`config.mk`:
```
export PLATFORM = sky130hd
export DESIGN_NAME = l2_write_path
export DESIGN_NICKNAME = d
export VERILOG_FILES = /design/src/source/l2w_pkg.sv /design/src/source/l2w_axi_if.sv /design/src/source/beat_counter.sv /design/src/source/write_buffer.sv /design/src/source/write_arbiter.sv /design/src/source/l2_write_path.sv
export VERILOG_INCLUDE_DIRS = /design/src /design/src/include
export SDC_FILE = /design/constraint.sdc
export NUM_CORES = 1
export LEC_CHECK = 0
export ABC_AREA = 0
export BUFFER_PORTS_ARGS = -buffer_cell sky130_fd_sc_hd__buf_2
export CORE_ASPECT_RATIO = 2
export CORE_MARGIN = 2
export CORE_UTILIZATION = 40
export DETAILED_ROUTE_END_ITERATION = 10
export PLACE_DENSITY = 0.78
export SYNTH_ARGS = -nofsm -noshare
export SYNTH_HDL_FRONTEND = slang
export SYNTH_SLANG_ARGS = --single-unit
```
`constraint.sdc`:
```
create_clock -name clk -period 18.7 [get_ports clk]
set_input_delay 5.61 -clock clk [delete_from_list [all_inputs] [get_ports clk]]
set_output_delay 5.61 -clock clk [all_outputs]
set_load 0.005 [all_outputs]
```
`src/include/l2w_settings.svh`:
```
`ifndef L2W_SETTINGS_SVH
`define L2W_SETTINGS_SVH

// memory port address and data widths
`define L2W_ADDR_W 32
`define L2W_DATA_W 32

// log2 of words per cache line
`define L2W_OFFSET_W 2

// words per line
`define L2W_LINE_WORDS (1 << `L2W_OFFSET_W)

`endif

```
`src/source/l2w_pkg.sv`:
```
`include "l2w_settings.svh"

package l2w_pkg;

    // one cache line, word 0 in the low bits
    typedef logic [`L2W_LINE_WORDS*`L2W_DATA_W-1:0] line_t;

    typedef enum logic [2:0] {
        ARB_IDLE, // buffer owns the channel
        ARB_LINE, // line handed to buffer
        UNC_AW,
        UNC_W,
        UNC_B
    } arb_state_e;

    typedef enum logic [1:0] {
        BUF_EMPTY,
        BUF_AW,
        BUF_W,
        BUF_B
    } buf_state_e;

endpackage

```
`src/source/l2w_axi_if.sv`:
```
`timescale 1ns/1ps
`include "l2w_settings.svh"

interface l2w_axi_if;

    logic [`L2W_ADDR_W-1:0]   awaddr;
    logic [7:0]               awlen;
    logic                     awvalid;
    logic                     awready;
    logic [`L2W_DATA_W-1:0]   wdata;
    logic [`L2W_DATA_W/8-1:0] wstrb;
    logic                     wvalid;
    logic                     wlast;
    logic                     wready;
    logic                     bvalid;
    logic                     bready;

    modport master (
        output awaddr, awlen, awvalid, wdata, wstrb, wvalid, wlast, bready,
        input  awready, wready, bvalid
    );

    modport slave (
        input  awaddr, awlen, awvalid, wdata, wstrb, wvalid, wlast, bready,
        output awready, wready, bvalid
    );

endinterface

```
`src/source/beat_counter.sv`:
```
`timescale 1ns/1ps

module beat_counter #(
    parameter int width = 4
) (
    input  logic             clk,
    input  logic             rstn,
    input  logic             clear,
    input  logic             step,
    input  logic [width-1:0] last_beat,
    output logic [width-1:0] count,
    output logic             last
);

    always_ff @(posedge clk or negedge rstn) begin
        if (!rstn) begin
            count <= '0;
        end else if (clear) begin
            count <= '0; // new burst
        end else if (step) begin
            count <= count + 1'b1;
        end
    end

    // high for the whole final beat, even while it stalls
    assign last = (count == last_beat);

endmodule

```
`src/source/write_buffer.sv`:
```
`timescale 1ns/1ps
`include "l2w_settings.svh"

module write_buffer
    import l2w_pkg::*;
(
    input  logic                   clk,
    input  logic                   rstn,
    input  logic                   load,
    input  logic [`L2W_ADDR_W-1:0] addr,
    input  line_t                  line,
    output logic                   busy,
    l2w_axi_if.master              axi
);

    localparam int lo_w = `L2W_OFFSET_W + $clog2(`L2W_DATA_W / 8); // line offset in bytes
    localparam logic [`L2W_OFFSET_W-1:0] last_idx = `L2W_OFFSET_W'(`L2W_LINE_WORDS - 1);

    buf_state_e                state;
    buf_state_e                state_nxt;
    logic [`L2W_ADDR_W-1:0]    addr_q;
    line_t                     line_q;
    logic [`L2W_OFFSET_W-1:0]  beat;
    logic                      beat_last;

    always_ff @(posedge clk or negedge rstn) begin
        if (!rstn) begin
            state <= BUF_EMPTY;
        end else begin
            state <= state_nxt;
        end
    end

    always_ff @(posedge clk) begin
        if (load) begin
            addr_q <= {addr[`L2W_ADDR_W-1:lo_w], {lo_w{1'b0}}}; // line aligned
            line_q <= line;
        end
    end

    always_comb begin
        state_nxt = state;
        unique case (state)
            BUF_EMPTY: if (load) state_nxt = BUF_AW;
            BUF_AW:    if (axi.awready) state_nxt = BUF_W;
            BUF_W:     if (axi.wready && beat_last) state_nxt = BUF_B;
            BUF_B:     if (axi.bvalid) state_nxt = BUF_EMPTY;
            default:   state_nxt = BUF_EMPTY;
        endcase
    end

    beat_counter #(
        .width(`L2W_OFFSET_W)
    ) beat_counter_i (
        .clk      (clk),
        .rstn     (rstn),
        .clear    (load),
        .step     (state == BUF_W && axi.wready),
        .last_beat(last_idx),
        .count    (beat),
        .last     (beat_last)
    );

    assign busy        = (state != BUF_EMPTY);
    assign axi.awaddr  = addr_q;
    assign axi.awlen   = 8'(`L2W_LINE_WORDS - 1);
    assign axi.awvalid = (state == BUF_AW);
    assign axi.wdata   = line_q[beat*`L2W_DATA_W +: `L2W_DATA_W];
    assign axi.wstrb   = '1; // full words only
    assign axi.wvalid  = (state == BUF_W);
    assign axi.wlast   = (state == BUF_W) && beat_last;
    assign axi.bready  = (state == BUF_B);

endmodule

```
`src/source/write_arbiter.sv`:
```
`timescale 1ns/1ps
`include "l2w_settings.svh"

module write_arbiter
    import l2w_pkg::*;
(
    input  logic                     clk,
    input  logic                     rstn,
    input  logic                     req,
    input  logic                     uncached,
    input  logic [`L2W_ADDR_W-1:0]   addr,
    input  line_t                    line,
    input  logic [`L2W_DATA_W/8-1:0] strb,
    input  logic                     buf_busy,
    output logic                     addr_ok,
    output logic                     buf_load,
    output logic                     unc_lock,
    l2w_axi_if.slave                 buf_axi,
    output logic [`L2W_ADDR_W-1:0]   awaddr,
    output logic [7:0]               awlen,
    output logic                     awvalid,
    input  logic                     awready,
    output logic [`L2W_DATA_W-1:0]   wdata,
    output logic [`L2W_DATA_W/8-1:0] wstrb,
    output logic                     wvalid,
    output logic                     wlast,
    input  logic                     wready,
    input  logic                     bvalid,
    output logic                     bready
);

    arb_state_e state;
    arb_state_e state_nxt;

    always_ff @(posedge clk or negedge rstn) begin
        if (!rstn) begin
            state <= ARB_IDLE;
        end else begin
            state <= state_nxt;
        end
    end

    // both kinds wait for an empty buffer, keeps writes in order
    always_comb begin
        state_nxt = state;
        unique case (state)
            ARB_IDLE: begin
                if (req && !buf_busy) begin
                    state_nxt = uncached ? UNC_AW : ARB_LINE;
                end
            end
            ARB_LINE: state_nxt = ARB_IDLE; // one cycle load
            UNC_AW:   if (awready) state_nxt = UNC_W;
            UNC_W:    if (wready) state_nxt = UNC_B;
            UNC_B:    if (bvalid) state_nxt = ARB_IDLE;
            default:  state_nxt = ARB_IDLE;
        endcase
    end

    always_comb begin
        // buffer channel straight through by default
        awaddr          = buf_axi.awaddr;
        awlen           = buf_axi.awlen;
        awvalid         = buf_axi.awvalid;
        wdata           = buf_axi.wdata;
        wstrb           = buf_axi.wstrb;
        wvalid          = buf_axi.wvalid;
        wlast           = buf_axi.wlast;
        bready          = buf_axi.bready;
        buf_axi.awready = awready;
        buf_axi.wready  = wready;
        buf_axi.bvalid  = bvalid;
        addr_ok         = 1'b0;
        buf_load        = 1'b0;
        unc_lock        = 1'b0;

        unique case (state)
            ARB_LINE: begin
                buf_load = 1'b1;
                addr_ok  = 1'b1;
            end
            UNC_AW, UNC_W, UNC_B: begin
                buf_axi.awready = 1'b0; // buffer is idle here
                buf_axi.wready  = 1'b0;
                buf_axi.bvalid  = 1'b0;
                unc_lock        = 1'b1;
                awaddr          = addr;
                awlen           = 8'd0; // single beat
                awvalid         = (state == UNC_AW);
                wdata           = line[`L2W_DATA_W-1:0];
                wstrb           = strb;
                wvalid          = (state == UNC_W);
                wlast           = (state == UNC_W);
                bready          = (state == UNC_B);
                addr_ok         = (state == UNC_B) && bvalid; // ack only after B
            end
            default: ;
        endcase
    end

endmodule

```
`src/source/l2_write_path.sv`:
```
`timescale 1ns/1ps
`include "l2w_settings.svh"

module l2_write_path
    import l2w_pkg::*;
(
    input  logic                     clk,
    input  logic                     rstn,
    input  logic                     req,
    input  logic                     uncached,
    input  logic [`L2W_ADDR_W-1:0]   addr,
    input  line_t                    line,
    input  logic [`L2W_DATA_W/8-1:0] strb,
    output logic                     addr_ok,
    output logic                     unc_lock,
    output logic [`L2W_ADDR_W-1:0]   awaddr,
    output logic [7:0]               awlen,
    output logic                     awvalid,
    input  logic                     awready,
    output logic [`L2W_DATA_W-1:0]   wdata,
    output logic [`L2W_DATA_W/8-1:0] wstrb,
    output logic                     wvalid,
    output logic                     wlast,
    input  logic                     wready,
    input  logic                     bvalid,
    output logic                     bready
);

    logic buf_load;
    logic buf_busy;

    l2w_axi_if buf_axi_if ();

    write_buffer write_buffer_i (
        .clk (clk),
        .rstn(rstn),
        .load(buf_load),
        .addr(addr),
        .line(line),
        .busy(buf_busy),
        .axi (buf_axi_if.master)
    );

    write_arbiter write_arbiter_i (
        .clk     (clk),
        .rstn    (rstn),
        .req     (req),
        .uncached(uncached),
        .addr    (addr),
        .line    (line),
        .strb    (strb),
        .buf_busy(buf_busy),
        .addr_ok (addr_ok),
        .buf_load(buf_load),
        .unc_lock(unc_lock),
        .buf_axi (buf_axi_if.slave),
        .awaddr  (awaddr),
        .awlen   (awlen),
        .awvalid (awvalid),
        .awready (awready),
        .wdata   (wdata),
        .wstrb   (wstrb),
        .wvalid  (wvalid),
        .wlast   (wlast),
        .wready  (wready),
        .bvalid  (bvalid),
        .bready  (bready)
    );

endmodule

```
==> results.toml, run 1 <==
[outcome]
status = "finished, final reports clean"

[clock_network]
cts-hold-fix-buffers = 0
root_buffer = "clkbuf_16"
h-tree-depth = 4
clk_path_buf_depth = 2
postCtsSetupBuffers = 0
cts_buffers = 17
cts.repair.resized = 0
clock_sinks = 163
clk_pin_slew_ps = 60
cts_tree = "built"
clk_latency_ps = 430

[global_routing]
track_usage = 0.174
grt_pass1_vias = 4516
grt_pass1_wl_um = 22900
grt_max_degree = 67
grt_overflow = 0
grt_antenna_before_repair = 3
grtUsageMet2 = 0.330
grt.busiest_layer = "met2"
grt_util_met3 = 0.0422
gr-usage-met1 = 0.161

[hold_path]
worstHoldPathType = "reg2reg"
holdPathStages = 1

[sta]
finClkSkew_ps = 5.71
fin_crit_sh = 0.627
slew_violations = 0
relSlewSlack = 0.361
whs_ps = 562
setup_viol = 0
tightest_slew_ps = 957
timing.fmax_mhz = 85.3
rsz0062_at_grt = "no"
tns_ps = 0
fin_crit_ps = 11730
finalHoldViolCount = 0

[drt]
drt_iter0_markers = 149
vias = 4191
wl_per_cell_um = 19.2
wirelength_um = 15700
drc = 0
first_pass_iters = 4
viasPerCell = 5.12
antenna_left = 0

[synth]
synth.lib_cells_used.distinct = 36
yosysWarningCount = 0
synthCells = 349
synth-seq-area-share = 0.711
ys_seq_elements = 163
syn_area_um2 = 6840
synth.avg_cell_area_um2 = 19.6

[cells_and_area]
area_growth_pct = 28.7
fillers = 1361
layout_commonest_cell = "buf_2"
drive_gt1_frac = 0.629
final_nets = 773
final_cell_mix = "buf_2 (246), edfxtp_1 (156), mux2_2 (60)"

[placed_design]
place.gp.congestion = 0.802
io_buffers = 246
dpl.hpwl_um = 11300

[floorplanning]
die_w_um = 96.4
ios = 253
fp.coreArea_um2 = 16800
initial_utilization = 0.408
num_rows = 67
fp.dieH_um = 189
dieArea_um2 = 18200

[critical_path]
crit_path_cell_trace = "buf_2 -> mux2_2 -> buf_2"
critPathLaunchType = "input pin"
required_ps = 13090
cp_max_fo = 2
cp.arrival_ps = 6120
slowest_delay_ps = 270
ff2ff_path_depth = 3
critical_path_class = "in2out"
crit_top_cell = "buf_2"
end_kind = "output pin"
crit_path_top_delay_cell = "mux2_2"

[flow_run]
drv_cap = 0

[pwr]
ir_drop_v = 0.0000866
powerDensity_nw_per_um2 = 143
power_leakage_nw = 3.39
## worst max-delay path, delay by kind of cell
| family | cells | cell delay (ps) |
|---|---|---|
| mux | 1 | 270 |
| buf+inv | 2 | 240 |
## registers in the layout, indices dropped and copies added, names as in the netlist
signal	count
write_buffer_i.line_q	128
write_buffer_i.axi.awaddr	28
write_arbiter_i.state	3
write_buffer_i.beat_counter_i.count	2
write_buffer_i.state	2
## final timing paths
| check | slack [ps] | endpoint | startpoint |
|---|---|---|---|
| worst max register to register | 15870 | write_buffer_i.line_q[92]$_DFFE_PP_ | write_arbiter_i.state[2]$_DFFE_PN0P_ |
| min in group asynchronous | 5020 | write_buffer_i.beat_counter_i.count[0]$_DFFE_PN0P_ | rstn |
| max in group asynchronous | 13490 | write_buffer_i.beat_counter_i.count[1]$_DFFE_PN0P_ | rstn |
| worst max-delay path | 6970 | wdata[24] | line[24] |
| worst min register to register | 560 | write_buffer_i.state[1]$_DFFE_PN0P_ | write_buffer_i.state[1]$_DFFE_PN0P_ |
| worst min-delay path | 560 | write_buffer_i.state[1]$_DFFE_PN0P_ | write_buffer_i.state[1]$_DFFE_PN0P_ |
## through the flow
step / cell area (um2) / total power, mW / worst slack [ps] / util / std cells
final: 8800 / 1.26 / 6970 / 0.525 / 819
after global routing: 8800 / 1.32 / 6950 / 0.525 / 818
after CTS: 8790 / 1.28 / 6970 / 0.524 / 816
after detailed placement: 8260 / 0.955 / 6970 / 0.492 / 784
after global placement: 8260 / 0.933 / 6970 / 0.492 / 784
after floorplan: 6860 / 0.814 / 7200 / - / 354
## synth_stat cells (all sizes together)
cell type  number  area, um2
edfxtp        156       4680
mux2           61        687
mux4           32        721
buf            19        111
nor2           10       37.5
clkbuf          8       30.0
a21oi           7       35.0
dfrtp           7        175
ha              6       75.1
inv             5       18.8
nand2           4       15.0
nor2b           4       25.0
o21ai           4       20.0
or2             4       25.0
nand2b          3       21.3
a21boi          2       15.0
mux2i           2       20.0
o211ai          2       15.0
a211oi          1       7.51
a21o            1       7.51
a221o           1       10.0
a221oi          1       15.0
a2bb2oi         1       8.76
a32oi           1       8.76
and3            1       6.26
conb            1       3.75
nand3           1       5.00
nand3b          1       7.51
o22ai           1       6.26
or4b            1       10.0
xnor2           1       8.76
## final cells by class
type                       instances  area (um2)  share of cell area
antenna                            3        7.51            0.000853
clock buffer                      17         425              0.0484
clock inverter                    15         110              0.0125
inverter                           5        18.8             0.00213
multi-input combinational        159        1850               0.211
sequential                       163        4860               0.553
tap                              207         259              0.0294
timing repair buffer             250        1260               0.143
## layer usage
| metal | vias up | share of wire | wire [um] |
|---|---|---|---|
| met1 | 2082 | 0.32 | 5070 |
| met2 | 181 | 0.59 | 9250 |
| met4 | 0 | 0.033 | 512 |
| li1 | 1892 | - | - |
| met3 | 36 | 0.058 | 910 |
| met5 | - | 0 | 0 |
## power breakdown
| part | leakage, nW | internal, mW | switching [mW] |
|---|---|---|---|
| sequential | 1.51 | 0.486 | 0.0427 |
| combinational | 1.61 | 0.219 | 0.195 |
| clock | 0.261 | 0.171 | 0.148 |
| total | 3.39 | 0.875 | 0.385 |
## cell families after synthesis
family | after synthesis | share of synthesized area
AND/OR/NAND/NOR | 29 | 0.0223
AO/OA/AOI/OAI | 22 | 0.0218
other | 1 | 0.000549
adder cells (fa/ha/maj) | 6 | 0.0110
buffers and inverters | 32 | 0.0234
flip-flops | 163 | 0.711
multiplexers | 95 | 0.209
XOR/XNOR | 1 | 0.00128
(Power assumes the default switching activity.)
==> run 2: changes to the inputs <==
- clock period: 18.7 -> 12.04 ns (I/O delays scaled with it)
==> results.toml, run 2 (synthesis results as in run 1) <==
[pwr]
ir_drop_v = 0.000134
power_leakage_nw = 3.39
powerDensity_nw_per_um2 = 225

[drt]
vias = 4157
antenna_left = 0
wirelength_um = 15800
wl_per_cell_um = 19.3
first_pass_iters = 4
drt_iter0_markers = 194
viasPerCell = 5.08
drc = 0

[floorplanning]
initial_utilization = 0.408
die_w_um = 96.4
num_rows = 67
dieArea_um2 = 18200
fp.coreArea_um2 = 16800
fp.dieH_um = 189
ios = 253

[placed_design]
io_buffers = 246
place_ws_ps = 4300
dpl.hpwl_um = 11400
place.gp.congestion = 0.802

[sta]
timing.fmax_mhz = 129
fin_crit_ps = 7740
slew_violations = 0
finalHoldViolCount = 0
whs_ps = 555
relSlewSlack = 0.359
setup_ws_ps = 4300
setup_viol = 0
fin_crit_sh = 0.643
tns_ps = 0
tightest_slew_ps = 960
rsz0062_at_grt = "no"
finClkSkew_ps = 8.08

[critical_path]
cp.arrival_ps = 4130
critPathLaunchType = "input pin"
required_ps = 8430
critical_path_class = "in2out"
end_kind = "output pin"
cp_max_fo = 2

[clock_network]
clk_path_buf_depth = 2
clk_pin_slew_ps = 60
cts.repair.resized = 0
clk_latency_ps = 420
postCtsSetupBuffers = 0
h-tree-depth = 4
clock_sinks = 163
cts_buffers = 17
cts-hold-fix-buffers = 0
root_buffer = "clkbuf_16"
cts_tree = "built"

[hold_path]
worstHoldPathType = "reg2reg"

[outcome]
status = "finished, final reports clean"

[cells_and_area]
register_area_um2 = 4860
largest-register = "write_buffer_i.line_q"
final_nets = 773
fin_util = 0.526
area_growth_pct = 29.1
drive_gt1_frac = 0.626
largest_reg_flops = 128
multi_input_area_um2 = 1850
final_cell_mix = "buf_2 (246), edfxtp_1 (156), mux2_2 (60)"
fillers = 1382
layout_commonest_cell = "buf_2"

[global_routing]
grt_max_degree = 67
track_usage = 0.174
grt_overflow = 0
grt_pass1_wl_um = 23200
grt_antenna_before_repair = 3
grt_pass1_vias = 4549

[flow_run]
drv_cap = 0
-- run 2: where the power goes --
group / switching [mW] / internal (mW)
clock network: 0.219 / 0.302
registers: 0.0659 / 0.754
logic: 0.303 / 0.339
total: 0.588 / 1.40
-- run 2: path summary, 6_finish.rpt --
path	to	start	slack, ps	cells after the start
min in group asynchronous	write_arbiter_i.state[0]$_DFFE_PN0P_	rstn	3020	1
setup / recovery	wdata[24]	line[24]	4300	3
setup reg to reg	write_buffer_i.line_q[54]$_DFFE_PP_	write_arbiter_i.state[2]$_DFFE_PN0P_	9230	3
hold / removal	write_buffer_i.state[1]$_DFFE_PN0P_	write_buffer_i.state[1]$_DFFE_PN0P_	550	1
max in group asynchronous	write_buffer_i.beat_counter_i.count[1]$_DFFE_PN0P_	rstn	8830	1
hold reg to reg	write_buffer_i.state[1]$_DFFE_PN0P_	write_buffer_i.state[1]$_DFFE_PN0P_	550	1
-- run 2: layer usage --
metal	track usage	part of all wire	vias to the layer above
li1	-	-	1890
met1	0.161	0.32	2073
met2	0.332	0.59	162
met3	0.0346	0.055	32
met4	0.0997	0.030	0
met5	0	0	-
-- run 2: metrics by stage --
| step | cells | total power [mW] | cell area (um2) |
|---|---|---|---|
| floorplan | 354 | 1.26 | 6860 |
| global placement | 784 | 1.45 | 8260 |
| detailed placement | 784 | 1.48 | 8260 |
| CTS | 816 | 2.01 | 8820 |
| global route | 818 | 2.09 | 8820 |
| finish | 818 | 1.98 | 8820 |
-- run 2: critical path, stage by stage --
cell	delay, ps
buf_2	110
mux2_2	270
buf_2	140
-- run 2: area by class of cell --
class,count,share of cell area
diodes,2,0.000567
clock buffers,17,0.0482
clock inverters,15,0.0157
inverters,5,0.00213
multi-input cells,159,0.210
flip-flops and latches,163,0.551
well taps,207,0.0293
repair buffers,250,0.143
==> run 3: changes to the inputs <==
- ABC_AREA: 0 -> 1
- PLACE_DENSITY: 0.78 -> 0.8
- clock period: 12.04 -> 7 ns (I/O delays scaled with it)
==> results.toml, run 3 <==
[global_routing]
grt_max_degree = 83
grt_overflow = 0
grt_antenna_before_repair = 11
track_usage = 0.187
grt_pass1_vias = 5353
grt_pass1_wl_um = 26800

[clock_network]
clk_pin_slew_ps = 60
h-tree-depth = 4
postCtsSetupBuffers = 0
clk_latency_ps = 420
cts_tree = "built"
cts-hold-fix-buffers = 0
root_buffer = "clkbuf_16"
clk_path_buf_depth = 2
cts_buffers = 17
cts.repair.resized = 0
clock_sinks = 163

[synth]
synth_commonest_cells = "nand2_1 (202), edfxtp_1 (156), nor2_1 (99), o21ai_0 (40), o32ai_1 (32)"
synthCells = 627
ys_seq_elements = 163
synth-seq-area-share = 0.691
yosys.cell_count.top_type = "nand2_1"
yosysTopAreaCell = "edfxtp_1"
synth.avg_cell_area_um2 = 11.2
synth_top_flop_cell = "edfxtp_1"
async_flop_share = 0.0429
synth.area.top_cells = "edfxtp_1 (67%), nand2_1 (11%), nor2_1 (5.3%)"
synth_edf_count = 156
yosysTopAreaCellShare = 0.666
synth.lib_cells_used.distinct = 26
syn_area_um2 = 7030
yosysWarningCount = 0

[sta]
slew_violations = 0
tns_ps = 0
timing.fmax_mhz = 216
finClkSkew_ps = 7.20
rsz0062_at_grt = "no"
setup_ws_ps = 2360
tightest_slew_ps = 1010
relSlewSlack = 0.323
fin_crit_ps = 4640
fin_crit_sh = 0.663
finalHoldViolCount = 0
setup_viol = 0

[drt]
drt_iter0_markers = 210
drc = 0
first_pass_iters = 4
wirelength_um = 17700
antenna_left = 0
wl_per_cell_um = 16.2
vias = 5361
viasPerCell = 4.91

[pwr]
ir_drop_v = 0.000555
power_leakage_nw = 3.89
total_power_mw = 4.11
powerDensity_nw_per_um2 = 461

[outcome]
status = "finished, final reports clean"

[critical_path]
critPathLaunchType = "input pin"
critical_path_class = "in2out"
cp.arrival_ps = 2540
required_ps = 4900
end_kind = "output pin"
cp_max_fo = 1

[placed_design]
place_ws_ps = 2360
placed_cells = 1052
io_buffers = 246
place.gp.congestion = 0.839
dpl.hpwl_um = 11800
place_area_um2 = 8340

[cells_and_area]
final_nets = 1038
design_area_um2 = 8920
fillers = 1560
layout_commonest_cell = "buf_2"
drive_gt1_frac = 0.335
fin_cells = 1092
final_cell_mix = "buf_2 (246), nand2_1 (202), edfxtp_1 (156)"
largest_reg_flops = 128
area_growth_pct = 26.9
largest-register = "write_buffer_i.line_q"

[floorplanning]
die_w_um = 97.8
fp.dieH_um = 192
fp.coreArea_um2 = 17300
ios = 253
num_rows = 68
initial_utilization = 0.407
dieArea_um2 = 18700

[hold_path]
worstHoldPathType = "reg2reg"

[flow_run]
drv_cap = 0
[run 3: worst paths after layout]
path / to / cells after the start / slack [ps] / from
setup / recovery: wstrb[1] / 3 / 2360 / strb[1]
hold / removal: write_buffer_i.beat_counter_i.count[1]$_DFFE_PN0P_ / 2 / 580 / write_buffer_i.beat_counter_i.count[1]$_DFFE_PN0P_
setup reg to reg: write_buffer_i.line_q[79]$_DFFE_PP_ / 4 / 4350 / write_arbiter_i.state[1]$_DFFE_PN0P_
hold reg to reg: write_buffer_i.beat_counter_i.count[1]$_DFFE_PN0P_ / 2 / 580 / write_buffer_i.beat_counter_i.count[1]$_DFFE_PN0P_
max in group asynchronous: write_buffer_i.beat_counter_i.count[1]$_DFFE_PN0P_ / 1 / 5320 / rstn
min in group asynchronous: write_buffer_i.beat_counter_i.count[0]$_DFFE_PN0P_ / 1 / 1510 / rstn
[run 3: logic make-up (layout without fill, tap and decap cells)]
kind of cell | Yosys count | in the layout | synth area share
flops | 163 | 163 | 0.691
other cells | 1 | 14 | 0.000533
simple gates | 321 | 321 | 0.180
buf+inv | 59 | 301 | 0.0454
compound gates | 77 | 77 | 0.0728
fa+ha+maj | 6 | 6 | 0.0107
[run 3: cell type report]
cell class | instances | area [um2] | area share
Multi-Input combinational cell | 410 | 1870 | 0.210
Tap cell | 210 | 263 | 0.0295
Clock buffer | 17 | 425 | 0.0477
Timing Repair Buffer | 252 | 1280 | 0.143
Sequential cell | 163 | 4860 | 0.545
Antenna cell | 8 | 20.0 | 0.00224
Inverter | 17 | 68.8 | 0.00771
Clock inverter | 15 | 133 | 0.0149
[run 3: stage by stage]
step / util / hold slack [ps]
floorplan: - / 517
global placement: 0.483 / 545
detailed placement: 0.483 / 560
CTS: 0.515 / 579
global route: 0.516 / 607
finish: 0.516 / 577
[run 3: power breakdown]
group	leakage, nW	internal, mW	switching [mW]	total (mW)
clock	0.265	0.493	0.389	0.881
combinational	2.09	0.619	1.13	1.75
sequential	1.53	1.41	0.0766	1.48
[run 3: metal layers]
metal | GRT usage | wire (um) | vias to the layer above
met5 | 0 | 26 | -
met4 | 0.105 | 653 | 4
met3 | 0.0472 | 917 | 37
met2 | 0.336 | 9680 | 188
met1 | 0.199 | 6440 | 2506
li1 | - | - | 2626
[run 3: worst max-delay path, cell delays in order]
cell and delay [ps]:
buf_2 90, or2_1 220, buf_2 130
